==> config.mk <==
export PLATFORM = sky130hd
export DESIGN_NAME = line_sum_engine
export DESIGN_NICKNAME = d
export VERILOG_FILES = /design/src/hdl/afu_pkg.sv /design/src/hdl/line_sum_engine.sv
export SDC_FILE = /design/constraint.sdc
export NUM_CORES = 1
export LEC_CHECK = 0
export BUFFER_PORTS_ARGS = -buffer_cell sky130_fd_sc_hd__buf_2
export CAP_MARGIN = 10
export CORE_AREA = 2 2 243 245
export CTS_CLUSTER_SIZE = 20
export DETAILED_ROUTE_END_ITERATION = 8
export DIE_AREA = 0 0 245 247
export GPL_ROUTABILITY_DRIVEN = 0
export PLACE_DENSITY_LB_ADDON = 0.05
export SYNTH_ARGS = -nofsm -noshare
export SYNTH_HDL_FRONTEND = slang
export SYNTH_SLANG_ARGS = --single-unit
==> constraint.sdc <==
create_clock -name afu_clk -period 21.3 [get_ports afu_clk]
set_input_delay 2.13 -clock afu_clk [delete_from_list [all_inputs] [get_ports afu_clk]]
set_output_delay 2.13 -clock afu_clk [all_outputs]
set_load 0.05 [all_outputs]
==> src/hdl/afu_pkg.sv <==
// Shared definitions for the MMIO line-sum accelerator
// Holds the widths, the CSR map, the FIFO depth, the port structs and the
// sum engine state type. Every RTL block takes it by a wildcard import
package afu_pkg;

    // ====================
    // Widths
    // ====================

    localparam int WORD_W         = 64;
    localparam int WORDS_PER_LINE = 8;
    localparam int LINE_W         = WORD_W * WORDS_PER_LINE;
    localparam int WORD_BYTES     = WORD_W / 8;
    localparam int LINE_BYTES     = LINE_W / 8;
    localparam int CSR_ADDR_W     = 4;
    localparam int LINE_ADDR_W    = 6;
    localparam int COUNT_W        = 32;
    localparam int SEQ_W          = 8;

    // The FIFO depth doubles as the number of credits the ingress starts with
    localparam int FIFO_DEPTH = 8;
    localparam int PTR_W      = $clog2(FIFO_DEPTH);
    localparam int LEVEL_W    = $clog2(FIFO_DEPTH + 1);

    typedef logic [WORD_W-1:0]      word_t;
    typedef logic [LINE_W-1:0]      line_t;
    typedef logic [WORD_BYTES-1:0]  word_be_t;
    typedef logic [LINE_BYTES-1:0]  line_be_t;
    typedef logic [CSR_ADDR_W-1:0]  csr_addr_t;
    typedef logic [LINE_ADDR_W-1:0] line_addr_t;
    typedef logic [COUNT_W-1:0]     count_t;
    typedef logic [SEQ_W-1:0]       seq_t;
    typedef logic [PTR_W-1:0]       ptr_t;
    // Counts from 0 up to FIFO_DEPTH inclusive, used for credits and fill level
    typedef logic [LEVEL_W-1:0]     level_t;

    // ====================
    // Address map
    // ====================

    // Only this word address of the wide port carries lines
    localparam line_addr_t LINE_WINDOW_ADDR = 6'h00;

    localparam word_t AFU_ID = 64'h4c53_554d_0001_0a01;

    localparam csr_addr_t CSR_ID      = 4'd0;
    localparam csr_addr_t CSR_SCRATCH = 4'd1;
    localparam csr_addr_t CSR_CTRL    = 4'd2;
    localparam csr_addr_t CSR_SUM     = 4'd3;
    localparam csr_addr_t CSR_LINES   = 4'd4;
    localparam csr_addr_t CSR_DROPS   = 4'd5;
    localparam csr_addr_t CSR_REJECTS = 4'd6;

    // Pause is a level, clear is a self-clearing strobe
    localparam int CTRL_PAUSE_BIT = 0;
    localparam int CTRL_CLEAR_BIT = 1;

    // ====================
    // Port structs
    // ====================

    typedef struct packed {
        csr_addr_t address;
        logic      read;
        logic      write;
        word_t     writedata;
        word_be_t  byteenable;
    } mmio64_req_t;

    typedef struct packed {
        word_t readdata;
        logic  readdatavalid;
    } mmio64_rsp_t;

    typedef struct packed {
        line_addr_t address;
        logic       write;
        line_t      writedata;
        line_be_t   byteenable;
    } mmio512_wr_t;

    typedef struct packed {
        logic  valid;
        seq_t  seq;
        line_t data;
    } line_pkt_t;

    typedef enum logic [1:0] {
        IDLE,
        SUM,
        PAUSED
    } eng_state_t;

endpackage

==> src/hdl/line_sum_engine.sv <==
// Consumer side of the line path
// Pops lines from the FIFO head, adds their eight words into a running
// 64-bit sum and counts them. Holds off while the host has it paused
`timescale 1ns/1ps

module line_sum_engine import afu_pkg::*; (
    input  logic      afu_clk,
    input  logic      rst_n,
    input  logic      head_valid,
    input  line_pkt_t head_pkt,
    input  logic      pause,
    input  logic      clear,
    output logic      pop,
    output word_t     sum,
    output count_t    lines
);

    eng_state_t state;
    eng_state_t state_next;
    word_t      line_total;

    // Sum of all words in a line, wrapping at 64 bits
    function automatic word_t add_words(line_t data);
        word_t acc;
        acc = '0;
        for (int i = 0; i < WORDS_PER_LINE; i++) begin
            acc = acc + data[i*WORD_W +: WORD_W];
        end
        return acc;
    endfunction

    assign line_total = add_words(head_pkt.data);

    // ====================
    // State machine
    // ====================

    // Pause is checked here too so a pause raised mid-stream stops popping at once
    assign pop = (state == SUM) && head_valid && !pause;

    always_comb begin
        state_next = state;
        case (state)
            IDLE: begin
                if (pause) begin
                    state_next = PAUSED;
                end else if (head_valid) begin
                    state_next = SUM;
                end
            end
            SUM: begin
                // Stay here while lines keep coming, one pop per cycle
                if (pause) begin
                    state_next = PAUSED;
                end else if (!head_valid) begin
                    state_next = IDLE;
                end
            end
            PAUSED: begin
                if (!pause) begin
                    state_next = IDLE;
                end
            end
            default: begin
                state_next = IDLE;
            end
        endcase
    end

    always_ff @(posedge afu_clk) begin
        if (!rst_n) begin
            state <= IDLE;
        end else begin
            state <= state_next;
        end
    end

    // ====================
    // Accumulators
    // ====================

    // A line popped in the clear cycle becomes the first term after the clear
    always_ff @(posedge afu_clk) begin
        if (!rst_n) begin
            sum   <= '0;
            lines <= '0;
        end else if (clear) begin
            sum   <= pop ? line_total : '0;
            lines <= count_t'(pop);
        end else if (pop) begin
            sum   <= sum + line_total;
            lines <= lines + 1'b1;
        end
    end

    // One cycle after pause is seen the engine is either still gated or
    // already parked in PAUSED, so no line may leave the FIFO
    a_no_pop_paused: assert property (@(posedge afu_clk) disable iff (!rst_n)
        pause |=> !pop);

endmodule

[Word-level counts from Yosys, hierarchy flattened]
Index checks and enable logic that the tools add are counted.
Word-level totals
  bits of input ports: 526
  output and inout port bits: 97
  logic and storage cells: 37
  register bits after elaboration: 98
Operators by class
  mux-type cells: 11
  equality and inequality tests: 5
  bitwise gates (word level): 1
  $add $sub $neg: 9
  reduce and logical (&&, ||, !) cells: 7
Operators with widths (number)
  $add 64x64->64: 8
  $mux 64: 3
  $add 32x1->32 const B: 1
  $mux 2: 5
  $ne 3x3->1 const B: 2
  $pmux 2 s3: 1
  $reduce_and 3->1: 1
  $eq 2x1->1 const B: 1
  $eq 2x2->1 const B: 1
  $logic_and 1x1->1: 2
  $logic_not 2->1: 1
  $mux 1: 2
  $ne 2x2->1 const B: 1
  $reduce_bool 2->1: 1
  $reduce_or 2->1: 1
  $logic_not 1->1: 1
  $not 1->1: 1

[Logic depth before layout (Yosys ltp)]
  depth after elaboration: 10
  mapped depth: 35
  gate-level depth less buffers: 35

[Worst setup path before layout]
OpenSTA, ideal clock, no wires.
  path type: input -> register
  from: input port head_pkt[194] (netlist bit)
  to: register sum[63]
  path buffers: 1
  setup time: 0.120 ns
  path slack: 12.124 ns
  required time: 21.180 ns
  cell stages on the path: 35
  arrival time: 9.056 ns
  path through: inv_1 fa_1 inv_1 fa_1 fa_1 inv_1 fa_1 inv_1 ha_1 inv_1 fa_1 and2b_1 o21ai_4 a21boi_2 or2_4 a21o_4 a41oi_4 o41ai_2 a221oi_4 o21ai_0 xnor2_1 ha_1 clkbuf_1 a21o_1 a21o_1 a21oi_1 nor2b_1 o21a_1 o21ai_0 and3b_1 o221ai_1 a31oi_1 nor3_1 o21bai_1 o31a_1
Between the ends
  cells in the longest elaborated chain, start to end: 8
  elaborated cells on any way between the ends: 9
  those cells by class: add/sub: 6; mux: 3
Ends and longest elaborated chain
  start: declaration: line line_sum_engine.sv:10  | input line_pkt_t head_pkt,
  $add 64x64->64 * (5 in a row): line line_sum_engine.sv:27  | acc = acc + data[i*WORD_W +: WORD_W];
  $add 64x64->64: line line_sum_engine.sv:91  | sum <= sum + line_total;
  $mux 64: line line_sum_engine.sv:90  | end else if (pop) begin
  $mux 64 *: line line_sum_engine.sv:87  | end else if (clear) begin
  end signal: assignment: line line_sum_engine.sv:88  | sum <= pop ? line_total : '0;
  end signal: assignment: line line_sum_engine.sv:91
  end: declaration: line line_sum_engine.sv:14  | output word_t sum,
Mark *: on every way between the ends. The rest lies on a longest branch, timed or not. The select of a mux whose other input is x is not followed.
A chain may end at the register's enable or synchronous reset.

[Worst setup path in the final report]
Same ends and word-level chain as after synthesis.

==> key figures <==
Synth
  – Top_reg_cell synth: dfxtp_1
  – Avg Inst Size Synth: 8.21 sq um
  – Synth area leaders: fa_1 35%, inv_1 13%, dfxtp_1 9.1%
  – Number of synthesized flops with an enable pin: 0
  – Synth unique cells: 97
  – Yosys top cell area share: 34.8%
  – Synthesized area: 0.0217 sq mm
  – Ys Warns: 0
  – Syn Nets: 3675
  – Async SR Flop Fraction: 0%
  – Sequential element share of the synthesized area: 9.06%
  – Mapped Cells: 2639
  – Area leader, netlist: fa_1
  – Synth Register Bits: 98

Critical path
  – Number of buffers and inverters on the critical path: 6
  – Crit path largest cell delay: 810 ps
  – Reg2Reg Launch Point: sum[0]$_SDFFE_PN0P_
  – Setup crit end kind: flip-flop
  – R2R setup slack: 16960 ps
  – WP data required: 21580 ps
  – Worst Setup Start Kind: input port
  – Kind of critical path: input port to flip-flop
  – Critical Path Fanout Max: 6
  – Slowest CP cell: o31ai_1
  – Critical path arrival: 10470 ps
  – Worst Setup SP: head_pkt[194]
  – CP top delay family: compound AO/OA/AOI/OAI gates

Clock network
  – CTS sink count: 98
  – H-tree depth: 3
  – Root Driver: clkbuf_16
  – Num CTS Buffers: 9
  – CTS clk-pin slew, worst paths: 80 ps
  – CTS tree: built
  – Hold_buf cts: 0
  – Later-pin clock latency in the skew report: 380 ps
  – Post-CTS Setup Inserts: 0
  – Post-CTS sizing: 0
  – Clock buffer depth: 2

STA
  – Crit share post-route: 47.8%
  – TNS Setup: 0 ps
  – RSZ-0062 raised after global routing: false
  – Max Clk Rate: 98.2 MHz
  – Final hold viol count: 0
  – Worst clock skew: 11.0 ps
  – Min Clock Period, post-route: 10190 ps
  – Max transition margin: 36.9%
  – Worst-Margin Slew: 939 ps
  – # setup viols final: 0
  – Max-slew violations: 0

Layout
  – Fillers: 5995
  – Area of the multi-input gates: 0.0167 sq mm
  – Area Overhead vs Synth: 18.8%
  – Share of cells above drive strength 1: 21.3%
  – Most common cell after layout, fill and taps aside: inv_1
  – Most frequent cells in the layout: 721 x inv_1, 613 x buf_2, 376 x fa_1
  – Non-filler instance count after layout: 3980
  – Register area: 0.00196 sq mm
  – Number of nets in the layout: 4238

GRT
  – Largest net degree at the start of global routing: 70
  – Vias in the first global route: 19600
  – First-pass GRT wire length: 97.2 mm
  – Number of antenna violations at the first check in global routing: 1
  – GR Overflow Total: 0
  – Global-route usage over all layers: 19.9%

Worst hold path
  – Hold Crit Start: state[1]$_SDFFE_PN0P_
  – Tightest Hold Check Type: flip-flop to flip-flop

Status
  – Outcome: finished, final reports clean

Run
  – Max_cap viols: 0

Drt
  – Remaining DRCs: 0
  – DRT Pass-1 Iters: 5
  – Post-Route WL: 59.6 mm
  – Initial drt markers: 649
  – Vias/cell: 4.72
  – Drt wl/cell: 15.0 um
  – Final ANT Viol Nets: 0
  – Via count: 18800

Floorplanning
  – Core area: 0.0582 sq mm
  – Initial core utilization: 37.2%
  – Chip height: 247 um
  – Die width: 245 um
  – Rows: 89
  – Io pins: 623
  – Die area: 0.0605 sq mm

Placed design
  – IO buf count: 613
  – Post-Place Cells: 3964
  – Post-DP HPWL: 52.7 mm
final timing paths:
check | cells after the start | to
setup / recovery | 35 | sum[63]$_SDFFE_PN0P_
hold / removal | 1 | state[1]$_SDFFE_PN0P_
setup reg to reg | 14 | sum[54]$_SDFFE_PN0P_
hold reg to reg | 1 | state[1]$_SDFFE_PN0P_
routing by layer:
layer / GRT usage (%) / vias up / routed length, um
li1: - / 9322 / -
met4: 2.64 / 0 / 477
met3: 2.87 / 25 / 2510
met5: 0 / - / 0
met1: 25.1 / 9082 / 25400
met2: 36.8 / 363 / 31200
per-stage QoR:
stage	utilization, %	area (sq um)	setup slack (ps)	hold slack [ps]
3_3_place_gp	43.7	25400	10890	415
2_1_floorplan	-	21700	12120	403
6_report	44.2	25700	11110	436
4_1_cts	44.2	25700	11210	435
5_1_grt	44.2	25700	10750	454
3_5_place_dp	43.7	25400	10830	419
state kept, by name (all words and copies together), names as in the netlist:
register and count:
sum 64, lines 32, state 2
cell type report:
class / count / share of cell area, %
Tap cell: 773 / 3.76
Antenna cell: 1 / 0.00973
Sequential cell: 98 / 7.63
Clock inverter: 6 / 0.229
Multi-Input combinational cell: 1752 / 64.9
Timing Repair Buffer: 618 / 12.1
Inverter: 723 / 10.6
Clock buffer: 9 / 0.876
cell usage after synthesis (10+ instances only):
cell type and number:
nand2b_1 35, a211oi_1 15, xor2_1 61, nand2_1 217, ha_1 134, nand4_1 33, a31oi_1 20, o21bai_1 33
nor3_1 20, fa_1 376, a221oi_1 10, nand3_1 35, o21ai_0 88, xnor2_1 89, a21o_1 78, inv_1 722
nor2_1 125, dfxtp_1 98, a21oi_1 193, clkbuf_1 55, and3_1 28, nor2b_1 15
cells by family (layout without fill, tap and decap cells):
family / count (synthesis) / after routing / synth area share (%)
compound gates: 529 / 529 / 16.0
fa+ha+maj: 510 / 510 / 42.5
mux: 4 / 4 / 0.185
xor+xnor: 152 / 152 / 6.22
buf+inv: 789 / 1356 / 14.0
flops: 98 / 98 / 9.06
simple gates: 557 / 557 / 12.1
other cells: 0 / 1 / 0
worst register-to-register path, cell delays in order, from the launching register on:
cell and delay, ps:
dfxtp_1 330, ha_1 230, fa_1 440, a21oi_1 270
nor2_1 110, o311ai_0 570, nand4_1 350, a31oi_1 430
o21ai_0 400, a31oi_1 330, o21bai_1 160, a31oi_1 250
xnor2_1 160, mux2i_1 100, o21ai_0 150
Power is not shown: default switching activity piles up to over one toggle a cycle in this logic, so the estimate is an artifact.
