### config.mk
export PLATFORM = sky130hd
export DESIGN_NAME = csr_mmio64
export DESIGN_NICKNAME = d
export VERILOG_FILES = /design/src/hdl/afu_pkg.sv /design/src/hdl/csr_mmio64.sv
export SDC_FILE = /design/constraint.sdc
export NUM_CORES = 1
export LEC_CHECK = 0
export ABC_AREA = 1
export BUFFER_PORTS_ARGS = -buffer_cell sky130_fd_sc_hd__buf_2
export CORE_MARGIN = 5
export CORE_UTILIZATION = 52
export CTS_BUF_LIST = sky130_fd_sc_hd__clkbuf_4
export DETAILED_ROUTE_END_ITERATION = 10
export PLACE_DENSITY = 0.95
export RECOVER_POWER = 25
export SLEW_MARGIN = 10
export SYNTH_ARGS = -nofsm -noshare
export SYNTH_HDL_FRONTEND = slang
export SYNTH_SLANG_ARGS = --single-unit
### constraint.sdc
create_clock -name afu_clk -period 2.87 [get_ports afu_clk]
set_input_delay 0.287 -clock afu_clk [delete_from_list [all_inputs] [get_ports afu_clk]]
set_output_delay 0.287 -clock afu_clk [all_outputs]
set_load 0.03 [all_outputs]
### src/hdl/afu_pkg.sv
// Shared definitions for the MMIO line-sum accelerator
// Holds the widths, the CSR map, the FIFO depth, the port structs and the
// sum engine state type. Every RTL block takes it by a wildcard import
package afu_pkg;

    // ====================
    // Widths
    // ====================

    localparam int WORD_W         = 64;
    localparam int WORDS_PER_LINE = 8;
    localparam int LINE_W         = WORD_W * WORDS_PER_LINE;
    localparam int WORD_BYTES     = WORD_W / 8;
    localparam int LINE_BYTES     = LINE_W / 8;
    localparam int CSR_ADDR_W     = 4;
    localparam int LINE_ADDR_W    = 6;
    localparam int COUNT_W        = 32;
    localparam int SEQ_W          = 8;

    // The FIFO depth doubles as the number of credits the ingress starts with
    localparam int FIFO_DEPTH = 8;
    localparam int PTR_W      = $clog2(FIFO_DEPTH);
    localparam int LEVEL_W    = $clog2(FIFO_DEPTH + 1);

    typedef logic [WORD_W-1:0]      word_t;
    typedef logic [LINE_W-1:0]      line_t;
    typedef logic [WORD_BYTES-1:0]  word_be_t;
    typedef logic [LINE_BYTES-1:0]  line_be_t;
    typedef logic [CSR_ADDR_W-1:0]  csr_addr_t;
    typedef logic [LINE_ADDR_W-1:0] line_addr_t;
    typedef logic [COUNT_W-1:0]     count_t;
    typedef logic [SEQ_W-1:0]       seq_t;
    typedef logic [PTR_W-1:0]       ptr_t;
    // Counts from 0 up to FIFO_DEPTH inclusive, used for credits and fill level
    typedef logic [LEVEL_W-1:0]     level_t;

    // ====================
    // Address map
    // ====================

    // Only this word address of the wide port carries lines
    localparam line_addr_t LINE_WINDOW_ADDR = 6'h00;

    localparam word_t AFU_ID = 64'h4c53_554d_0001_0a01;

    localparam csr_addr_t CSR_ID      = 4'd0;
    localparam csr_addr_t CSR_SCRATCH = 4'd1;
    localparam csr_addr_t CSR_CTRL    = 4'd2;
    localparam csr_addr_t CSR_SUM     = 4'd3;
    localparam csr_addr_t CSR_LINES   = 4'd4;
    localparam csr_addr_t CSR_DROPS   = 4'd5;
    localparam csr_addr_t CSR_REJECTS = 4'd6;

    // Pause is a level, clear is a self-clearing strobe
    localparam int CTRL_PAUSE_BIT = 0;
    localparam int CTRL_CLEAR_BIT = 1;

    // ====================
    // Port structs
    // ====================

    typedef struct packed {
        csr_addr_t address;
        logic      read;
        logic      write;
        word_t     writedata;
        word_be_t  byteenable;
    } mmio64_req_t;

    typedef struct packed {
        word_t readdata;
        logic  readdatavalid;
    } mmio64_rsp_t;

    typedef struct packed {
        line_addr_t address;
        logic       write;
        line_t      writedata;
        line_be_t   byteenable;
    } mmio512_wr_t;

    typedef struct packed {
        logic  valid;
        seq_t  seq;
        line_t data;
    } line_pkt_t;

    typedef enum logic [1:0] {
        IDLE,
        SUM,
        PAUSED
    } eng_state_t;

endpackage

### src/hdl/csr_mmio64.sv
// Control and status registers on the 64-bit MMIO port
// Reads return one cycle after the request. Holds the scratch register and
// the control register, and exposes the engine and ingress counters
`timescale 1ns/1ps

module csr_mmio64 import afu_pkg::*; (
    input  logic        afu_clk,
    input  logic        rst_n,
    input  mmio64_req_t req,
    output mmio64_rsp_t rsp,
    input  word_t       sum,
    input  count_t      lines,
    input  count_t      drops,
    input  count_t      rejects,
    output logic        pause,
    output logic        clear
);

    word_t scratch;
    word_t rd_mux;
    word_t rdata_q;
    logic  rvalid_q;
    logic  scratch_wr;
    logic  ctrl_wr;

    assign scratch_wr = req.write && (req.address == CSR_SCRATCH);

    // The control bits all sit in the low byte, so that lane has to be enabled
    assign ctrl_wr = req.write && (req.address == CSR_CTRL) && req.byteenable[0];

    // ====================
    // Writes
    // ====================

    // Scratch only takes the enabled byte lanes
    always_ff @(posedge afu_clk) begin
        if (!rst_n) begin
            scratch <= '0;
        end else if (scratch_wr) begin
            for (int b = 0; b < WORD_BYTES; b++) begin
                if (req.byteenable[b]) begin
                    scratch[b*8 +: 8] <= req.writedata[b*8 +: 8];
                end
            end
        end
    end

    // Pause holds its value, clear is a pulse that lasts a single cycle
    always_ff @(posedge afu_clk) begin
        if (!rst_n) begin
            pause <= 1'b0;
            clear <= 1'b0;
        end else begin
            if (ctrl_wr) begin
                pause <= req.writedata[CTRL_PAUSE_BIT];
            end
            clear <= ctrl_wr && req.writedata[CTRL_CLEAR_BIT];
        end
    end

    // ====================
    // Reads
    // ====================

    always_comb begin
        case (req.address)
            CSR_ID:      rd_mux = AFU_ID;
            CSR_SCRATCH: rd_mux = scratch;
            // Clear always reads back as zero
            CSR_CTRL:    rd_mux = word_t'(pause);
            CSR_SUM:     rd_mux = sum;
            CSR_LINES:   rd_mux = word_t'(lines);
            CSR_DROPS:   rd_mux = word_t'(drops);
            CSR_REJECTS: rd_mux = word_t'(rejects);
            default:     rd_mux = '0;
        endcase
    end

    always_ff @(posedge afu_clk) begin
        if (!rst_n) begin
            rvalid_q <= 1'b0;
        end else begin
            rvalid_q <= req.read;
        end
    end

    // Read data is captured only with a read
    always_ff @(posedge afu_clk) begin
        if (req.read) begin
            rdata_q <= rd_mux;
        end
    end

    assign rsp = '{readdata: rdata_q, readdatavalid: rvalid_q};

endmodule

## Word level (Yosys, flattened, before mapping)

Cells that the tools add are included.

- Bits in registers: 131
- Output and inout port bits: 67
- Word-level logic and storage cells: 32

- Equality and inequality tests: 6
- Mux-type cells: 1
- Reduce and logical (&&, ||, !) cells: 13

Operators by type and width:

| operator | number |
|---|---|
| $pmux W64 S7 | 1 |
| $reduce_and A2 Y1 | 8 |
| $eq A4 B3 Y1 const B | 3 |
| $eq A4 B2 Y1 const B | 2 |
| $eq A4 B1 Y1 const B | 1 |
| $logic_and A1 B1 Y1 | 4 |
| $logic_not A4 Y1 | 1 |

## Depth between registers and ports, before layout

- Depth in word-level cells: 4
- Mapped depth: 8

## Worst setup path after synthesis

Ideal clock, no wire load.

- Path kind: input -> register
- Start: input req[77] in the netlist's numbering
- End: register rdata_q[11], data pin
- Library setup time: 132 ps
- Arrival: 1,129 ps
- Required time: 2,738 ps
- Slack: 1,609 ps
- Cell stages on the path: 5
- Path buffers: 2
- Path through: nor2_4 -> buf_6 -> clkbuf_1 -> o211ai_1 -> nand2_1

- Longest elaborated chain between the ends: 2
- Elaborated cells on any way between the ends: 8
- Classes of those cells: eq/ne (6); mux (1); reduce/logical (1)

RTL lines:

| item | line | text |
|---|---|---|
| start, declared | csr_mmio64.sv:9 | `input mmio64_req_t req,` |
| $eq A4 B3 Y1, or another cell as far along | csr_mmio64.sv:66 | `case (req.address)` |
| $pmux W64 S7 * | csr_mmio64.sv:66 |  |
| named net rd_mux[11] | csr_mmio64.sv:20 | `word_t rd_mux;` |
| end signal, assigned | csr_mmio64.sv:90 | `rdata_q <= rd_mux;` |
| end, declared | csr_mmio64.sv:21 | `word_t rdata_q;` |

The timed path passes the listed nets; every way through them passes the cells marked *.
A chain may end at the register's enable or synchronous reset.

## Final worst setup path

- Start: input req[74] in the netlist's numbering
- End: register rdata_q[43], data pin

Same word-level chain as after synthesis.

==> impl_results.md <==
- Mapped Area: approximately 6500 um^2
- Worst setup EP type: register
- Dpl hpwl: roughly 16000 um
- GRT Total Usage: 32.0%
- Initial Util: between 50% and 60%
- R2R Path Start: scratch[16]$_SDFFE_PN0P_
- Flops & latches, synth: 131
- Max Slew Vio Count: 32
- CTS Buf Count: 17
- Beginning of the critical path: req[74]
- Layout Nets: 1474
- Syn_nets: 1120
- Fmax: 0.567 GHz
- R2R setup slack: approximately 1.9 ns
- Post-Route Skew: roughly 0.017 ns
- Core area: roughly 12000 um^2
- Setup bufs post-CTS: 0
- Required @ worst endpoint: 3.20 ns
- DR vias: between 7k and 8k
- Setup violators final: 0
- Mean Syn Cell Area: 7.43 um^2
- Total Die Area: 14900 um^2
- Slew Limit Headroom: -27.9%
- Clock latency on the worst-skew pair: 0.54 ns
- Initial DRC count: between 800 and 900
- Routed WL: approximately 25000 um
- Slowest stage delay, CP: 0.57 ns
- Clock Root Buffer: clkbuf_4
- # H-tree levels: 4
- ANT nets after route: 0
- Slew @ Worst Pin: 1.92 ns
- Filler cells: about 930
- Initial antenna violation count: 3
- Worst min path class: input port to register
- Die X: about 120 um
- Internal power: around 2.9 mW
- Worst path bufs/invs: 2
- Seq/Total Area, Yosys: 49.9%
- Reg2reg end: rdata_q[16]$_DFFE_PP_
- Synth-to-layout area growth: 40.5%
- P_sw: 1.14 mW
- Hold slack final: 0.0409 ns
- Max-Cap Viols: 1
- Static Leakage: 4.75 nW
- RSZ-0062 raised after global routing: no
- Sw Share: between 20% and 30%
- Critical Path Start Type: input port
- Largest net degree at the start of global routing: 60
- Hold path cells: 3
- Sequential power share: 50.4%
- Worst path top cell family by delay: simple AND/OR/NAND/NOR gates
- Drt drc: 0
- Worst Setup Path Type: input port to register
- TritonCTS clock tree: yes
- Status: complete, but fails checks
- Clock power frac: 32.6%
- Avg WL per Cell: 17.4 um
- Tcrit/Tclk final: between 60% and 70%
- Hold EP: rdata_q[34]$_DFFE_PP_
- Final hold vios: 0
- Max rail drop VDD: between 0.0003 and 0.0004 V
- Share of cells above drive strength 1: 29.1%
- CTS sink cnt: 131
- Pre-antenna DRT Iters: 8
- Register-to-Register Path Depth: 2
- Pwr dens: 443 nW/um^2
- First-pass GRT wire length: 36300 um
- Tmin final: 1.76 ns
- TNS Setup: 0 ns
- Gate power share: between 10% and 20%
- Number of global-route vias before repair: 7309
- Total grt overflow: 0
- Die Ht: ~120 um
- Via-to-Cell Ratio: 5.40
- Mapped Cells: 880
- Routability cong.: 0.914
- Std-Cell Rows: around 40
- YS warnings: 0
- Hold path startpoint: sum[34]
- Clk slew on worst S/H paths: 0.13 ns
- CP max-delay cell: nand2_2
- CP max FO: 33
- Clk buf depth: 2
- Worst Path Arrival: between 2 and 2.5 ns
- I/O Pins: 307
- PortBufs: 306
- Synth unique cells: 22
- Failing checks: capacitance limit, slew limit
- Cell Chain, Critical Path: buf_2 -> inv_2 -> nor2_4 -> nand2_2 -> o21ai_0
==> layout by cell type, fill, tap and decap left out, types with 11 or more instances in the layout <==
master | synthesis | layout
buf_2 | 29 | 305
nand2_1 | 289 | 289
nor2_1 | 150 | 149
nand3_1 | 126 | 126
dlygate4sd3_1 | 0 | 70
dfxtp_1 | 67 | 67
edfxtp_1 | 64 | 64
inv_1 | 62 | 62
clkbuf_4 | 0 | 19
o211ai_1 | 18 | 18
o21ai_0 | 17 | 17
nand4_1 | 11 | 11
==> registers in the layout, summed over array words and instances, names as in the netlist <==
name and count:
clear 1, pause 1, rdata_q 64, rvalid_q 1, scratch 64
==> per-stage QoR <==
stage | setup slack, ns | std cells | total power [mW] | util, % | instance area (um^2)
floorplan | 1.61 | 880 | 2.39 | - | 6540
global route | 1.03 | 1422 | 4.21 | 73.7 | 9190
finish | 1.11 | 1423 | 4.07 | 73.7 | 9190
CTS | 1.34 | 1418 | 4.05 | 73.6 | 9170
detailed placement | 0.726 | 1317 | 2.69 | 65.6 | 8180
global placement | 0.906 | 1317 | 2.68 | 65.6 | 8180
==> worst min-delay path, cell delays in order <==
cell and delay, ns:
buf_2 0.08, nand2_1 0.04, o211ai_1 0.06
==> how the worst max path moves through the flow <==
stage	end	depth (start not counted)
after CTS	rdata_q[48]$_DFFE_PP_	5
after detailed placement	rdata_q[55]$_DFFE_PP_	5
after global placement	scratch[12]$_SDFFE_PN0P_	6
after global routing	rdata_q[63]$_DFFE_PP_	2
after floorplan	rdata_q[11]$_DFFE_PP_	5
final	rdata_q[43]$_DFFE_PP_	5
==> Yosys cell counts <==
library cell,number,share of area (%)
buf_4,3,0.34
nand3_4,1,0.27
nand4_1,11,1.1
o211ai_1,18,2.1
edfxtp_1,64,29
buf_2,29,2.2
nand3_1,126,9.6
clkinv_1,1,0.057
o21ai_0,17,1.3
dfxtp_1,67,21
nand4_4,4,1.3
inv_2,1,0.057
inv_1,62,3.6
clkbuf_1,19,1.1
nand2_1,289,17
nor2_2,3,0.29
a21oi_1,8,0.61
buf_6,3,0.52
nand2_2,1,0.096
buf_1,1,0.057
nor2_4,2,0.34
nor2_1,150,8.6
==> cell type report <==
| type | instances | area [um^2] | area share [%] |
|---|---|---|---|
| clock buffer | 19 | 143 | 1.55 |
| clock inverter | 13 | 160 | 1.74 |
| timing repair buffer | 390 | 2390 | 26.0 |
| sequential | 131 | 3260 | 35.5 |
| antenna | 4 | 10.0 | 0.109 |
| tap | 172 | 215 | 2.34 |
| inverter | 64 | 240 | 2.61 |
| multi-input combinational | 630 | 2770 | 30.2 |
==> cell families after synthesis <==
family / Yosys count / share of synthesized area [%]
AOI/OAI and AO/OA: 43 / 3.98
DFF: 131 / 49.9
buffers and inverters: 119 / 7.90
and+or+nand+nor: 587 / 38.2
==> power by group through the flow <==
stage | clock, mW | combinational, mW | sequential, mW
after global routing | 1.42 | 0.733 | 2.06
after detailed placement | 0 | 0.594 | 2.09
after CTS | 1.33 | 0.673 | 2.05
after global placement | 0 | 0.585 | 2.09
after floorplan | 0 | 0.180 | 2.21
final | 1.33 | 0.691 | 2.05
==> metal layers <==
metal / up-vias / part of all wire, % / global-route usage, %
met2: 564 / 48 / 54.2
met5: - / 0 / 0
met1: 3432 / 35 / 34.9
li1: 3550 / - / -
met4: 0 / 6.5 / 20.5
met3: 133 / 10 / 9.42
==> repair_timing <==
item | in CTS | in global routing
hold buffers | 69 | 1
gates resized for setup | 0 | 0
hold endpoints to repair | 70 | 1
No activity file was read; power rests on OpenSTA's default activity.
