<file path="config.mk">
export PLATFORM = sky130hd
export DESIGN_NAME = mmio512_ingress
export DESIGN_NICKNAME = d
export VERILOG_FILES = /design/src/hdl/afu_pkg.sv /design/src/hdl/mmio512_ingress.sv
export SDC_FILE = /design/constraint.sdc
export NUM_CORES = 1
export LEC_CHECK = 0
export ABC_AREA = 1
export BUFFER_PORTS_ARGS = -buffer_cell sky130_fd_sc_hd__buf_2
export CAP_MARGIN = 20
export CORE_AREA = 5 5 458 460
export CTS_BUF_LIST = sky130_fd_sc_hd__clkbuf_4 sky130_fd_sc_hd__clkbuf_8 sky130_fd_sc_hd__clkbuf_16
export CTS_CLUSTER_DIAMETER = 40
export DETAILED_ROUTE_END_ITERATION = 16
export DIE_AREA = 0 0 463 465
export GPL_TIMING_DRIVEN = 0
export PLACE_DENSITY = 0.33
export RECOVER_POWER = 50
export SLEW_MARGIN = 25
export SYNTH_ARGS = -nofsm -noshare
export SYNTH_HDL_FRONTEND = slang
export SYNTH_SLANG_ARGS = --single-unit
</file>
<file path="constraint.sdc">
create_clock -name afu_clk -period 20.7 [get_ports afu_clk]
set_input_delay 0 -clock afu_clk [delete_from_list [all_inputs] [get_ports afu_clk]]
set_output_delay 0 -clock afu_clk [all_outputs]
set_load 0.05 [all_outputs]
</file>
<file path="src/hdl/afu_pkg.sv">
// Shared definitions for the MMIO line-sum accelerator
// Holds the widths, the CSR map, the FIFO depth, the port structs and the
// sum engine state type. Every RTL block takes it by a wildcard import
package afu_pkg;

    // ====================
    // Widths
    // ====================

    localparam int WORD_W         = 64;
    localparam int WORDS_PER_LINE = 8;
    localparam int LINE_W         = WORD_W * WORDS_PER_LINE;
    localparam int WORD_BYTES     = WORD_W / 8;
    localparam int LINE_BYTES     = LINE_W / 8;
    localparam int CSR_ADDR_W     = 4;
    localparam int LINE_ADDR_W    = 6;
    localparam int COUNT_W        = 32;
    localparam int SEQ_W          = 8;

    // The FIFO depth doubles as the number of credits the ingress starts with
    localparam int FIFO_DEPTH = 8;
    localparam int PTR_W      = $clog2(FIFO_DEPTH);
    localparam int LEVEL_W    = $clog2(FIFO_DEPTH + 1);

    typedef logic [WORD_W-1:0]      word_t;
    typedef logic [LINE_W-1:0]      line_t;
    typedef logic [WORD_BYTES-1:0]  word_be_t;
    typedef logic [LINE_BYTES-1:0]  line_be_t;
    typedef logic [CSR_ADDR_W-1:0]  csr_addr_t;
    typedef logic [LINE_ADDR_W-1:0] line_addr_t;
    typedef logic [COUNT_W-1:0]     count_t;
    typedef logic [SEQ_W-1:0]       seq_t;
    typedef logic [PTR_W-1:0]       ptr_t;
    // Counts from 0 up to FIFO_DEPTH inclusive, used for credits and fill level
    typedef logic [LEVEL_W-1:0]     level_t;

    // ====================
    // Address map
    // ====================

    // Only this word address of the wide port carries lines
    localparam line_addr_t LINE_WINDOW_ADDR = 6'h00;

    localparam word_t AFU_ID = 64'h4c53_554d_0001_0a01;

    localparam csr_addr_t CSR_ID      = 4'd0;
    localparam csr_addr_t CSR_SCRATCH = 4'd1;
    localparam csr_addr_t CSR_CTRL    = 4'd2;
    localparam csr_addr_t CSR_SUM     = 4'd3;
    localparam csr_addr_t CSR_LINES   = 4'd4;
    localparam csr_addr_t CSR_DROPS   = 4'd5;
    localparam csr_addr_t CSR_REJECTS = 4'd6;

    // Pause is a level, clear is a self-clearing strobe
    localparam int CTRL_PAUSE_BIT = 0;
    localparam int CTRL_CLEAR_BIT = 1;

    // ====================
    // Port structs
    // ====================

    typedef struct packed {
        csr_addr_t address;
        logic      read;
        logic      write;
        word_t     writedata;
        word_be_t  byteenable;
    } mmio64_req_t;

    typedef struct packed {
        word_t readdata;
        logic  readdatavalid;
    } mmio64_rsp_t;

    typedef struct packed {
        line_addr_t address;
        logic       write;
        line_t      writedata;
        line_be_t   byteenable;
    } mmio512_wr_t;

    typedef struct packed {
        logic  valid;
        seq_t  seq;
        line_t data;
    } line_pkt_t;

    typedef enum logic [1:0] {
        IDLE,
        SUM,
        PAUSED
    } eng_state_t;

endpackage

</file>
<file path="src/hdl/mmio512_ingress.sv">
// Producer side of the line path
// Checks each 512-bit MMIO write, spends a credit on every accepted line and
// sends it to the line FIFO with a sequence tag. Lines with no credit are
// dropped and counted, malformed writes are rejected and counted
`timescale 1ns/1ps

module mmio512_ingress import afu_pkg::*; (
    input  logic        afu_clk,
    input  logic        rst_n,
    input  mmio512_wr_t wr,
    input  logic        clear,
    input  logic        credit_return,
    output line_pkt_t   pkt,
    output count_t      drops,
    output count_t      rejects
);

    logic   well_formed;
    logic   send;
    logic   drop;
    logic   reject;
    level_t credits;
    seq_t   next_seq;
    logic   pkt_valid;
    seq_t   pkt_seq;
    line_t  pkt_data;

    // A line must hit the window address with every byte lane enabled
    assign well_formed = (wr.address == LINE_WINDOW_ADDR) && (&wr.byteenable);

    // MMIO writes cannot be stalled, so a good line is either sent or dropped
    assign send   = wr.write && well_formed && (credits != '0);
    assign drop   = wr.write && well_formed && (credits == '0);
    assign reject = wr.write && !well_formed;

    // ====================
    // Credit pool
    // ====================

    // One credit leaves with each sent line and comes back when the FIFO pops it
    always_ff @(posedge afu_clk) begin
        if (!rst_n) begin
            credits <= level_t'(FIFO_DEPTH);
        end else begin
            credits <= credits - level_t'(send) + level_t'(credit_return);
        end
    end

    // ====================
    // Outgoing packet
    // ====================

    always_ff @(posedge afu_clk) begin
        if (!rst_n) begin
            pkt_valid <= 1'b0;
        end else begin
            pkt_valid <= send;
        end
    end

    // Payload only moves on a send
    always_ff @(posedge afu_clk) begin
        if (send) begin
            pkt_seq  <= next_seq;
            pkt_data <= wr.writedata;
        end
    end

    assign pkt = '{valid: pkt_valid, seq: pkt_seq, data: pkt_data};

    // ====================
    // Counters
    // ====================

    // Clear restarts the counts and the tags but never touches the credits,
    // since lines may still be in flight. An event in the clear cycle still counts
    always_ff @(posedge afu_clk) begin
        if (!rst_n) begin
            drops    <= '0;
            rejects  <= '0;
            next_seq <= '0;
        end else if (clear) begin
            drops    <= count_t'(drop);
            rejects  <= count_t'(reject);
            next_seq <= '0;
        end else begin
            drops   <= drops + count_t'(drop);
            rejects <= rejects + count_t'(reject);
            if (send) begin
                next_seq <= next_seq + 1'b1;
            end
        end
    end

    // The FIFO hands back each credit exactly once per pop, so the pool can
    // never grow past the depth it started with
    a_credit_bound: assert property (@(posedge afu_clk) disable iff (!rst_n)
        credits <= level_t'(FIFO_DEPTH));

endmodule

</file>
After elaboration in Yosys (flattened, before gate mapping)
Cells that the tools add are included.
Widths: inputs -> output; s select.
{ "totals": {"regBits": 597, "in_bits": 587, "out_inout_bits": 585, "word_cells": 28} }
{ "classes": {"n_reduce_logical": 11, "n_addsub": 5, "n_bitwise": 1, "mux": 2} }
{ "ops": {"columns": ["cell", "n"], "rows": [
  ["$add 32x1->32", 2],
  ["$reduce_and 64->1", 1],
  ["$add 8x1->8 const B", 1],
  ["$logic_not 6->1", 1],
  ["$logic_and 1x1->1", 5],
  ["$add 4x1->4", 1],
  ["$logic_not 4->1", 1],
  ["$reduce_bool 4->1", 1],
  ["$sub 4x1->4", 1],
  ["$mux 1", 2],
  ["$reduce_or 2->1", 1],
  ["$logic_not 1->1", 1],
  ["$not 1->1", 1]
]} }

Depth between registers and ports, before layout
Gate-level depths: netlist (run 1).
{ "logic_depth": {"depth_word": 6, "mapped_depth": 22, "depth_no_buf": 22} }

Worst setup path after synthesis (run 1)
Ideal clock, no wire load.
{ "synth_timing": {"path_type": "reg2reg", "startpoint": "reg credits[2]", "endpoint": "reg credits[2]", "arrival_ns": 13.111, "stages_incl_launch_ff": 15, "period_less_slack_ns": 13.227, "path_slack_ns": 7.473, "t_required_ns": 20.584, "n_path_buf": 0, "setup_ns": 0.116, "path_cell_list": "dfxtp_1 > inv_1 > ha_1 > nand2_1 > nor2_1 > inv_1 > nand3_1 > inv_1 > ha_1 > inv_1 > ha_1 > inv_1 > fa_1 > xor2_1 > nor2_1"} }
{ "synth_via": {"elab_chain_cells": 4} }
{ "synth_rtl": {"columns": ["item", "line", "text"], "rows": [
  ["start, declared", "mmio512_ingress.sv:22", "level_t credits;"],
  ["start signal, assigned", "mmio512_ingress.sv:43", "credits <= level_t'(FIFO_DEPTH);"],
  ["start signal, assigned", "mmio512_ingress.sv:45", "credits <= credits - level_t'(send) + level_t'(credit_return);"],
  ["$reduce_bool 4->1", "mmio512_ingress.sv:32", "assign send = wr.write && well_formed && (credits != '0);"],
  ["$logic_and 1x1->1", "mmio512_ingress.sv:32", null],
  ["named net send", "mmio512_ingress.sv:19", "logic send;"],
  ["$sub 4x1->4", "mmio512_ingress.sv:45", null],
  ["$add 4x1->4", "mmio512_ingress.sv:45", null]
]} }
The timed path passes the listed nets, and every way through them passes these cells.
A chain may end at the register's enable or synchronous reset.

Worst setup path after layout (run 1)
{ "layout_timing": {"startpoint": "in wr[33] in the netlist's numbering", "endpoint": "reg drops[18]"} }
{ "layout_via": {"elab_chain_cells": 5} }
{ "layout_rtl": {"columns": ["item", "line", "text"], "rows": [
  ["start, declared", "mmio512_ingress.sv:10", "input mmio512_wr_t wr,"],
  ["$reduce_and 64->1", "mmio512_ingress.sv:29", "assign well_formed = (wr.address == LINE_WINDOW_ADDR) && (&wr.byteenable);"],
  ["$logic_and 1x1->1", "mmio512_ingress.sv:29", null],
  ["$logic_and 1x1->1 (2 in a row)", "mmio512_ingress.sv:33", "assign drop = wr.write && well_formed && (credits == '0);"],
  ["$add 32x1->32", "mmio512_ingress.sv:87", "drops <= drops + count_t'(drop);"],
  ["end signal, assigned", "mmio512_ingress.sv:83", "drops <= count_t'(drop);"],
  ["end signal, assigned", "mmio512_ingress.sv:87", null],
  ["end, declared", "mmio512_ingress.sv:14", "output count_t drops,"]
]} }
Every way passes these cells.

==> out/qor.txt, run 1 <==
run status - finished clean
site row count - 167
number of placed I/O pins - 1,172
most frequently used flop master after synthesis - sky130_fd_sc_hd__edfxtp_1
count of nets after finishing - 4,057
via/cell ratio - 3.15
clock transition at the registers of the reported paths - 0.05 ns
most instantiated cells after synthesis - 520 x sky130_fd_sc_hd__edfxtp_1, 166 x sky130_fd_sc_hd__nand2_1, 112 x sky130_fd_sc_hd__nor2_1
clk buf depth - 3
setup slack of the critical path after layout - 15.20 ns
actual transition at the worst max-transition pin - 0.932 ns
power after layout - 4.09 mW
count leader, synth - sky130_fd_sc_hd__edfxtp_1
Synth area leader - sky130_fd_sc_hd__edfxtp_1
type of the worst setup path - in2reg
routed length per instance - 23.1 microns
adder and majority gate portion of the synthesized area - 0.00857
critical path endpoint category - register
total negative setup slack - 0 ns
crit start category - primary input
total of max-cap violations - 0
Synth Area per Inst - 17.0 sq um
Mapped Nets - 1,769
maximum clock rate - 0.182 GHz
All-Layer GR Usage - 0.131
area of the die - 0.215 sq mm
post-synthesis sequential area ratio - 0.864
CTS root buf - sky130_fd_sc_hd__clkbuf_16
last weighted congestion value of the routability-driven placer - 0.866
multiplexer area fraction after synthesis - 0
simple logic cell fraction of the synthesized area - 0.0863
endpoint required time on the critical path - 21.34 ns
worst slack on hold paths - 0.0520 ns
later-pin clock latency in the skew report - 0.79 ns
core area - 0.206 sq mm
worst slack at placement - 17.41 ns
arrival time reported for the critical path endpoint - 6.14 ns
max-slew violation total from the final report - 0
antenna violations before repair - 173
Detailed Routing Iterations Pass 1 - 5
fraction of registers with async set/reset - 0
area overhead of the layout relative to synthesis - 122%
final antenna-violating net count - 0
proportion of netlist area held by the largest area contributor - 0.786
DRC violation total after the first TritonRoute iteration - 975
unique cell type count in the Yosys netlist - 35
number of enable-type register cells in the synthesized netlist - 520
post-synthesis xor/xnor area fraction - 0.00705
type of the tightest min-delay check - in2reg
clock tree from TritonCTS - built
relative slew slack - 0.379
Cell Area, Synth - 0.0199 sq mm
Setup Viol. Count Final - 0
Die Wd - 463 microns
TritonCTS Buffers - 163
register bit total from synthesis - 597
HPWL after detailed placement - 122,000 microns
final count of hold timing violations - 0
Yosys warning count - 0
power per unit of standard cell area - 92.9 mW/mm^2
fraction of layout instances using a drive strength above 1 - 0.316
crit-path max FO - 5
die height - 465 microns
sink count of the clock tree - 597
total vias in the final route - 20.0k
top post-synthesis cells by area - sky130_fd_sc_hd__edfxtp_1 79%, sky130_fd_sc_hd__dfxtp_1 7.8%, sky130_fd_sc_hd__nand2_1 3.1%, sky130_fd_sc_hd__nor2_1 2.1%, sky130_fd_sc_hd__inv_1 1.6%
number of cells upsized or downsized after cts - 0
Compound-Gate Fraction of Synth Area - 0.0163
global-route wire length before repair - 188,000 microns
post-route clock period utilization - 0.266
number of buffer cells added on primary ports - 1,171
number of levels the H-tree was split into - 4
time the worst path needs with I/O delays and setup - 5.50 ns
Routed WL - 146,000 microns
DR DRC count - 0
largest family of logic cells by synthesized area - simple AND/OR/NAND/NOR gates
static leakage - 16.6 nW
Peak VDD IR - 0.0000766 V
starting utilization of the core area - 0.0966
number of global-route vias before repair - 20.9k
remaining global-route overflow - 0
gate count after technology mapping - 1,169
worst setup skew after layout - 0.0421 ns
unrepaired setup endpoints after global routing - no
largest net degree at the start of global routing - 87
==> power breakdown <==
| part | total, mW | switching, mW | internal (mW) |
|---|---|---|---|
| registers | 1.31 | 0.000805 | 1.31 |
| logic | 0.235 | 0.0761 | 0.159 |
| clock network | 2.55 | 0.862 | 1.68 |
| total | 4.09 | 0.939 | 3.15 |
==> cells in the final DEF (no fill, tap or decap), types with 19 or more instances in the layout <==
master,n
sky130_fd_sc_hd__nor3_1,20
sky130_fd_sc_hd__a21oi_1,37
sky130_fd_sc_hd__dlygate4sd3_1,945
sky130_fd_sc_hd__nand3_1,22
sky130_fd_sc_hd__o21ai_0,19
sky130_fd_sc_hd__dfxtp_1,77
sky130_fd_sc_hd__clkbuf_1,361
sky130_fd_sc_hd__clkbuf_16,164
sky130_fd_sc_hd__edfxtp_1,520
sky130_fd_sc_hd__inv_1,83
sky130_fd_sc_hd__nand4_1,28
sky130_fd_sc_hd__nand2_1,166
sky130_fd_sc_hd__clkinvlp_4,26
sky130_fd_sc_hd__buf_2,818
sky130_fd_sc_hd__diode_2,48
sky130_fd_sc_hd__nor2_1,112
sky130_fd_sc_hd__clkbuf_4,21
==> worst paths after layout <==
kind | start | end | depth (start not counted) | slack, ns
hold reg to reg | next_seq[6] | pkt_seq[6] | 0 | 0.47
setup reg to reg | credits[2] | credits[0] | 14 | 17.33
hold / removal | wr[197] | pkt_data[133] | 2 | 0.05
setup / recovery | wr[33] | drops[18] | 28 | 15.20
==> sequential cells by signal, indices dropped and copies added (netlist names) <==
name	flops
credits	4
drops	32
next_seq	8
pkt_data	512
pkt_seq	8
pkt_valid	1
rejects	32
==> metal layers <==
metal  up-vias  routed length [microns]  global-route usage
met4        50                     4780              0.0422
met5         -                      319                   0
li1       8968                        -                   -
met1      9426                    50800               0.129
met2      1108                    77400               0.248
met3       409                    13100              0.0550
==> per-stage QoR <==
stage,cell area (sq um),util,cells
6_report,44100,0.214,6344
5_1_grt,44000,0.214,6310
4_1_cts,44400,0.216,6296
3_5_place_dp,29300,0.143,5051
3_3_place_gp,29100,0.142,5044
2_1_floorplan,19900,-,1169
==> area by class of cell <==
cell class / instances / area [sq um]
Tap cell: 2704 / 3380
Buffer: 10 / 43.8
Antenna cell: 48 / 120
Sequential cell: 597 / 17200
Clock buffer: 185 / 4260
Inverter: 85 / 327
Fill cell: 22500 / 162000
Timing Repair Buffer: 2123 / 15100
Clock inverter: 115 / 1360
Multi-Input combinational cell: 477 / 2350
==> worst max-delay path, stage by stage <==
cell                            delay (ns)
sky130_fd_sc_hd__dlygate4sd3_1        0.53
sky130_fd_sc_hd__buf_2                0.10
sky130_fd_sc_hd__nand2_1              0.04
sky130_fd_sc_hd__dlygate4sd3_1        0.55
sky130_fd_sc_hd__nor2_1               0.10
sky130_fd_sc_hd__dlygate4sd3_1        0.55
sky130_fd_sc_hd__nand2_1              0.05
sky130_fd_sc_hd__dlygate4sd3_1        0.55
sky130_fd_sc_hd__nor2_1               0.14
sky130_fd_sc_hd__dlygate4sd3_1        0.56
sky130_fd_sc_hd__nand2_1              0.05
sky130_fd_sc_hd__nor2_1               0.18
sky130_fd_sc_hd__nand2_1              0.11
sky130_fd_sc_hd__dlygate4sd3_1        0.58
sky130_fd_sc_hd__nor2_1               0.13
sky130_fd_sc_hd__nand2_1              0.09
sky130_fd_sc_hd__inv_1                0.09
sky130_fd_sc_hd__ha_1                 0.32
sky130_fd_sc_hd__ha_1                 0.24
sky130_fd_sc_hd__nand2_1              0.08
sky130_fd_sc_hd__nor2_2               0.22
sky130_fd_sc_hd__nand2_2              0.11
sky130_fd_sc_hd__nor2_2               0.13
sky130_fd_sc_hd__nand2_1              0.12
sky130_fd_sc_hd__nor2_1               0.18
sky130_fd_sc_hd__nand3_1              0.11
sky130_fd_sc_hd__o21ai_0              0.16
sky130_fd_sc_hd__nor2_1               0.05
==> cell families (layout without fill, tap and decap cells) <==
logic type / after synthesis / after routing
flops: 597 / 597
simple gates: 386 / 386
buf+inv: 95 / 2518
compound gates: 62 / 62
xor+xnor: 16 / 16
fa+ha+maj: 13 / 13
other cells: 0 / 48
==> what timing repair did <==
action / in CTS / in global routing
hold buffers: 945 / 0
setup buffers: 0 / 0
hold endpoints to repair: 549 / 0
No activity file was read; power rests on OpenSTA's default activity.
==> run 2: changes to the inputs <==
--- a/config.mk
+++ b/config.mk
@@ -5,14 +5,14 @@
 export SDC_FILE = /design/constraint.sdc
 export NUM_CORES = 1
 export LEC_CHECK = 0
-export ABC_AREA = 1
+export ABC_AREA = 0
 export BUFFER_PORTS_ARGS = -buffer_cell sky130_fd_sc_hd__buf_2
 export CAP_MARGIN = 20
-export CORE_AREA = 5 5 458 460
+export CORE_AREA = 5 5 452 454
 export CTS_BUF_LIST = sky130_fd_sc_hd__clkbuf_4 sky130_fd_sc_hd__clkbuf_8 sky130_fd_sc_hd__clkbuf_16
 export CTS_CLUSTER_DIAMETER = 40
 export DETAILED_ROUTE_END_ITERATION = 16
-export DIE_AREA = 0 0 463 465
+export DIE_AREA = 0 0 457 459
 export GPL_TIMING_DRIVEN = 0
 export PLACE_DENSITY = 0.33
 export RECOVER_POWER = 50
==> constraint.sdc (replaced) <==
create_clock -name afu_clk -period 5.2 [get_ports afu_clk]
set_input_delay 0 -clock afu_clk [delete_from_list [all_inputs] [get_ports afu_clk]]
set_output_delay 0 -clock afu_clk [all_outputs]
set_load 0.05 [all_outputs]
==> out/qor.txt, run 2 <==
Mapped Nets - 1,547
power after layout - 16.8 mW
last weighted congestion value of the routability-driven placer - 0.820
worst slack at placement - 0.948 ns
die height - 459 microns
end of the worst register-to-register path - credits[3]
type of the worst setup path - in2reg
post-route clock period utilization - 0.806
DR DRC count - 0
proportion of power drawn by flip-flops and latches - 0.312
R2R Path Start - credits[2]
crit start category - primary input
site row count - 164
cell count after placement - 4,823
number of levels the H-tree was split into - 4
switch share - 0.225
fraction of layout instances using a drive strength above 1 - 0.348
count of nets after finishing - 3,840
Synth area leader - sky130_fd_sc_hd__edfxtp_1
max FFs per register - 512
number of cells traversed by the worst register-to-register path - 14
global-route wire length before repair - 196,000 microns
HPWL after detailed placement - 134,000 microns
core area - 0.199 sq mm
worst setup skew after layout - 0.0425 ns
Finished Core Util - 0.221
number of enable-type register cells in the synthesized netlist - 520
largest net degree at the start of global routing - 18
arrival time reported for the critical path endpoint - 4.84 ns
Cells on Worst Hold Path - 2
Peak VDD IR - 0.000272 V
post-route insts no fill - 6,123
static leakage - 16.6 nW
fraction of registers with async set/reset - 0
register bit total from synthesis - 597
share of total power in the clock network - 0.633
WHS Endpoint - pkt_data[448]
area occupied by multi-input gates - 0.00210 sq mm
internal portion of total power - 13.0 mW
count leader, synth - sky130_fd_sc_hd__edfxtp_1
largest registers in the final layout - pkt_data: 512 flops, drops: 32 flops, rejects: 32 flops
unique cell type count in the Yosys netlist - 38
max-slew violation total from the final report - 0
gate count after technology mapping - 947
most instantiated cells after synthesis - 520 x sky130_fd_sc_hd__edfxtp_1, 77 x sky130_fd_sc_hd__dfxtp_1, 62 x sky130_fd_sc_hd__nor2_1
later-pin clock latency in the skew report - 0.78 ns
worst min-delay path startpoint - wr[512]
Detailed Routing Iterations Pass 1 - 4
slack of the worst reg-to-reg path - 2.19 ns
number of global-route vias before repair - 19.7k
most frequent standard cell in the layout excluding fill and tap cells - sky130_fd_sc_hd__dlygate4sd3_1
commonest cells after routing, fill and taps aside - 908 x sky130_fd_sc_hd__dlygate4sd3_1, 824 x sky130_fd_sc_hd__buf_2, 520 x sky130_fd_sc_hd__edfxtp_1
Routed WL - 156,000 microns
switching power summed over all nets - 3.77 mW
type of the tightest min-delay check - in2reg
antenna violations before repair - 220
worst slack on hold paths - 0.0486 ns
clk buf depth - 3
actual transition at the worst max-transition pin - 0.944 ns
routed length per instance - 25.5 microns
number of cells upsized or downsized after cts - 0
FILL cells - 21.6k
final std cell area, no fill - 0.0440 sq mm
total negative setup slack - 0 ns
total vias in the final route - 19.2k
critical path endpoint category - register
number of buffer cells added on primary ports - 1,171
delay of the slowest cell on the worst path - 0.65 ns
post-synthesis sequential area ratio - 0.887
Die Wd - 457 microns
area of all sequential standard cells - 0.0172 sq mm
endpoint required time on the critical path - 5.85 ns
area of the die - 0.210 sq mm
final antenna-violating net count - 0
relative slew slack - 0.373
most frequently used flop master after synthesis - sky130_fd_sc_hd__edfxtp_1
unrepaired setup endpoints after global routing - no
clock tree from TritonCTS - built
area overhead of the layout relative to synthesis - 127%
CP max stage cell - sky130_fd_sc_hd__nor4_1
standard cell area after detailed placement - 0.0292 sq mm
crit-path max FO - 10
sink count of the clock tree - 597
starting utilization of the core area - 0.0970
TritonCTS Buffers - 163
remaining global-route overflow - 0
power per unit of standard cell area - 382 mW/mm^2
CTS root buf - sky130_fd_sc_hd__clkbuf_16
proportion of netlist area held by the largest area contributor - 0.808
list of cells traversed by the critical path - dlygate4sd3_1 > buf_2 > nand4_1 > dlygate4sd3_1 > nor4_2 > dlygate4sd3_1 > buf_2 > nand2_1 > clkbuf_1 > nor4_1 > ha_1 > ha_1 > nand2_1 > nor4_1 > nand4_1 > xor2_1 > nor2_1
number of placed I/O pins - 1,172
Yosys warning count - 0
run status - finished clean
DRC violation total after the first TritonRoute iteration - 1,064
setup slack of the critical path after layout - 1.01 ns
most numerous cell on the critical path - sky130_fd_sc_hd__dlygate4sd3_1
total of max-cap violations - 0
via/cell ratio - 3.13
clock transition at the registers of the reported paths - 0.04 ns
part of the power in combinational logic - 0.055
Cell Area, Synth - 0.0193 sq mm
top post-synthesis cells by area - sky130_fd_sc_hd__edfxtp_1 81%, sky130_fd_sc_hd__dfxtp_1 8.0%, sky130_fd_sc_hd__xor2_1 1.4%, sky130_fd_sc_hd__nor2_1 1.2%, sky130_fd_sc_hd__nand4_1 1.2%
maximum clock rate - 0.238 GHz
time the worst path needs with I/O delays and setup - 4.19 ns
All-Layer GR Usage - 0.143
register with the most flip-flops - pkt_data
Synth Area per Inst - 20.4 sq um
final count of hold timing violations - 0
Setup Viol. Count Final - 0
## run 2: area by class of cell
| cell class | instances | area share |
|---|---|---|
| clock inverters | 110 | 0.0359 |
| clock buffers | 192 | 0.0985 |
| plain buffers | 13 | 0.00137 |
| diodes | 90 | 0.00512 |
| flip-flops and latches | 597 | 0.390 |
| inverters | 14 | 0.00120 |
| multi-input cells | 323 | 0.0478 |
| well taps | 2656 | 0.0756 |
| repair buffers | 2128 | 0.344 |
## run 2: power by group through the flow
stage               Clock [mW]  Sequential [mW]  Combinational (mW)
floorplan                    0             5.31              0.0460
global placement             0             5.31               0.291
detailed placement           0             5.31               0.300
CTS                       10.9             5.22               0.946
global route              11.2             5.22                1.01
finish                    10.6             5.23               0.928
## run 2: logic make-up (layout without fill, tap and decap cells)
family                   Yosys count  after routing  share of synthesized area
AO/OA/AOI/OAI                     27             27                    0.00790
XOR/XNOR                          55             55                     0.0249
adder cells (fa/ha/maj)           13             13                    0.00880
buffers and inverters             27           2457                    0.00582
flip-flops                       597            597                      0.887
multiplexers                       3              3                    0.00155
other                              0             90                          0
AND/OR/NAND/NOR                  225            225                     0.0636
## run 2: worst max-delay path by stage
stage          slack (ns)  startpoint          end  cells past startpoint
4_1_cts              1.03      wr[17]  rejects[20]                     18
2_1_floorplan      -10.26     wr[577]   credits[2]                     11
3_5_place_dp         0.95      wr[30]    drops[18]                     13
3_3_place_gp       -21.31      wr[35]   credits[2]                     13
5_1_grt              0.57      wr[55]    drops[18]                     17
6_report             1.01      wr[55]    drops[18]                     17
## run 2: worst max-delay path, delay by kind of cell
family | cells | cell delay [ns]
buf+inv | 6 | 2.20
simple gates | 8 | 1.83
fa+ha+maj | 2 | 0.63
xor+xnor | 1 | 0.16
## run 2: timing repair
item                      4_1_cts  5_1_grt
hold buffers                  907        1
hold endpoints to repair      554        1
setup buffers                   0        0
## run 2: metal layers
| layer | wire, microns | global-route usage | vias to the layer above |
|---|---|---|---|
| li1 | - | - | 8478 |
| met1 | 54900 | 0.147 | 8955 |
| met2 | 70000 | 0.225 | 1153 |
| met3 | 22200 | 0.0957 | 470 |
| met4 | 8400 | 0.0687 | 122 |
| met5 | 763 | 0 | - |
==> run 3: changes to the inputs <==
--- a/config.mk
+++ b/config.mk
@@ -5,14 +5,14 @@
 export SDC_FILE = /design/constraint.sdc
 export NUM_CORES = 1
 export LEC_CHECK = 0
-export ABC_AREA = 0
+export ABC_AREA = 1
 export BUFFER_PORTS_ARGS = -buffer_cell sky130_fd_sc_hd__buf_2
 export CAP_MARGIN = 20
-export CORE_AREA = 5 5 452 454
+export CORE_AREA = 5 5 458 460
 export CTS_BUF_LIST = sky130_fd_sc_hd__clkbuf_4 sky130_fd_sc_hd__clkbuf_8 sky130_fd_sc_hd__clkbuf_16
 export CTS_CLUSTER_DIAMETER = 40
 export DETAILED_ROUTE_END_ITERATION = 16
-export DIE_AREA = 0 0 457 459
+export DIE_AREA = 0 0 463 465
 export GPL_TIMING_DRIVEN = 0
 export PLACE_DENSITY = 0.33
 export RECOVER_POWER = 50
==> constraint.sdc (replaced) <==
create_clock -name afu_clk -period 3.9 [get_ports afu_clk]
set_input_delay 0 -clock afu_clk [delete_from_list [all_inputs] [get_ports afu_clk]]
set_output_delay 0 -clock afu_clk [all_outputs]
set_load 0.05 [all_outputs]
==> out/qor.txt, run 3 (same netlist as run 1, synthesis figures left out) <==
total of max-cap violations - 0
Setup Viol. Count Final - 0
critical path endpoint category - register
sink count of the clock tree - 597
Peak VDD IR - 0.000427 V
number of levels the H-tree was split into - 4
final std cell area, no fill - 0.0443 sq mm
time the worst path needs with I/O delays and setup - 3.61 ns
Buf/Inv on CP - 7
later-pin clock latency in the skew report - 0.80 ns
routed wl met3 - 13,700 microns
number of placed I/O pins - 1,172
starting utilization of the core area - 0.0966
standard cell area after detailed placement - 0.0296 sq mm
routed length per instance - 22.5 microns
maximum clock rate - 0.277 GHz
cell family with the largest share of critical-path delay - buffers and inverters
CTS root buf - sky130_fd_sc_hd__clkbuf_16
list of cells traversed by the critical path - dlygate4sd3_1 > buf_2 > nand2_1 > dlygate4sd3_1 > nor2_1 > dlygate4sd3_1 > nand2_1 > nor2_1 > nand2_1 > inv_1 > nand2_1 > nand2_1 > dlygate4sd3_1 > inv_1 > ha_1 > ha_1 > nand2_1 > nor3_4 > nand2_2 > or2_2 > or2_0 > a21oi_1
amount of wire on met2 after detailed routing - 74,700 microns
most frequent standard cell in the layout excluding fill and tap cells - sky130_fd_sc_hd__dlygate4sd3_1
clock tree from TritonCTS - built
clk buf depth - 3
crit-path max FO - 4
highest metal layer with signal wires - met5
power per unit of standard cell area - 483 mW/mm^2
antenna violations before repair - 164
unrepaired setup endpoints after global routing - yes
relative slew slack - 0.402
power after layout - 21.4 mW
run status - finished clean
routed metal-1 wirelength - 50,200 microns
commonest cells after routing, fill and taps aside - 949 x sky130_fd_sc_hd__dlygate4sd3_1, 823 x sky130_fd_sc_hd__buf_2, 520 x sky130_fd_sc_hd__edfxtp_1
All-Layer GR Usage - 0.128
number of global-route vias before repair - 20.9k
remaining global-route overflow - 0
max-slew violation total from the final report - 0
worst slack on hold paths - 0.0390 ns
clock transition at the registers of the reported paths - 0.04 ns
core area - 0.206 sq mm
die height - 465 microns
endpoint required time on the critical path - 4.61 ns
crit start category - primary input
area overhead of the layout relative to synthesis - 123%
post-route clock period utilization - 0.926
via/cell ratio - 3.13
count of nets after finishing - 4,075
Routed WL - 143,000 microns
final antenna-violating net count - 0
final count of hold timing violations - 0
static leakage - 16.8 nW
Detailed Routing Iterations Pass 1 - 5
total negative setup slack - 0 ns
TritonCTS Buffers - 159
arrival time reported for the critical path endpoint - 4.32 ns
delay of the slowest cell on the worst path - 0.58 ns
number of buffer cells added on primary ports - 1,171
max FFs per register - 512
worst setup skew after layout - 0.0477 ns
CP max stage cell - sky130_fd_sc_hd__dlygate4sd3_1
most numerous cell on the critical path - sky130_fd_sc_hd__nand2_1
DR DRC count - 0
Die Wd - 463 microns
largest registers in the final layout - pkt_data: 512 flops, drops: 32 flops, rejects: 32 flops
register with the most flip-flops - pkt_data
DRC violation total after the first TritonRoute iteration - 862
type of the worst setup path - in2reg
site row count - 167
actual transition at the worst max-transition pin - 0.897 ns
HPWL after detailed placement - 120,000 microns
total vias in the final route - 19.9k
last weighted congestion value of the routability-driven placer - 0.873
largest net degree at the start of global routing - 33
area of the die - 0.215 sq mm
fraction of layout instances using a drive strength above 1 - 0.321
global-route wire length before repair - 184,000 microns
type of the tightest min-delay check - in2reg
## run 3: path summary, 6_finish.rpt
check                    from           end  slack [ns]  depth (start not counted)
hold reg to reg   next_seq[6]    pkt_seq[6]        0.46                          0
hold / removal         wr[77]  pkt_data[13]        0.04                          2
setup / recovery        wr[1]   rejects[26]        0.29                         22
setup reg to reg   credits[2]    credits[0]        0.81                         14
## run 3: cell type report
class / instances / area, sq um
Inverter: 85 / 323
Tap cell: 2704 / 3380
Clock inverter: 107 / 1210
Buffer: 10 / 43.8
Fill cell: 22400 / 161000
Sequential cell: 597 / 17200
Multi-Input combinational cell: 477 / 2400
Timing Repair Buffer: 2145 / 15400
Antenna cell: 52 / 130
Clock buffer: 188 / 4240
## run 3: timing repair
action / CTS / global route
buffers inserted: 0 / 3
hold buffers: 947 / 2
hold endpoints to repair: 529 / 2
resized for setup: 0 / 8
endpoints found under the setup margin: 0 / 33
## run 3: power by group
part / leakage, nW / internal [mW] / switching [mW]
registers: 5.29 / 6.96 / 0.00455
clock network: 2.66 / 8.72 / 4.44
logic: 8.81 / 0.852 / 0.404
total: 16.8 / 16.5 / 4.84
## run 3: layer usage
layer  vias up  track usage
met2      1098        0.239
met5         -            0
li1       9016            -
met4        46       0.0345
met1      9395        0.126
met3       390       0.0605
## run 3: through the flow
| step | setup WS (ns) | instances | utilization |
|---|---|---|---|
| 6_report | 0.289 | 6365 | 0.215 |
| 5_1_grt | -0.00587 | 6327 | 0.215 |
| 4_1_cts | 0.0936 | 6308 | 0.217 |
| 3_5_place_dp | 0.521 | 5066 | 0.144 |
| 3_3_place_gp | -12.23 | 5044 | 0.142 |
| 2_1_floorplan | -6.28 | 1169 | - |
## run 3: worst register-to-register path, delay by kind of cell, from the launching register on
kind                       cells  cell delay (ns)
DFF                            1             0.29
and+or+nand+nor                4             0.44
adders and majority gates      3             0.74
buffers and inverters          7             1.51
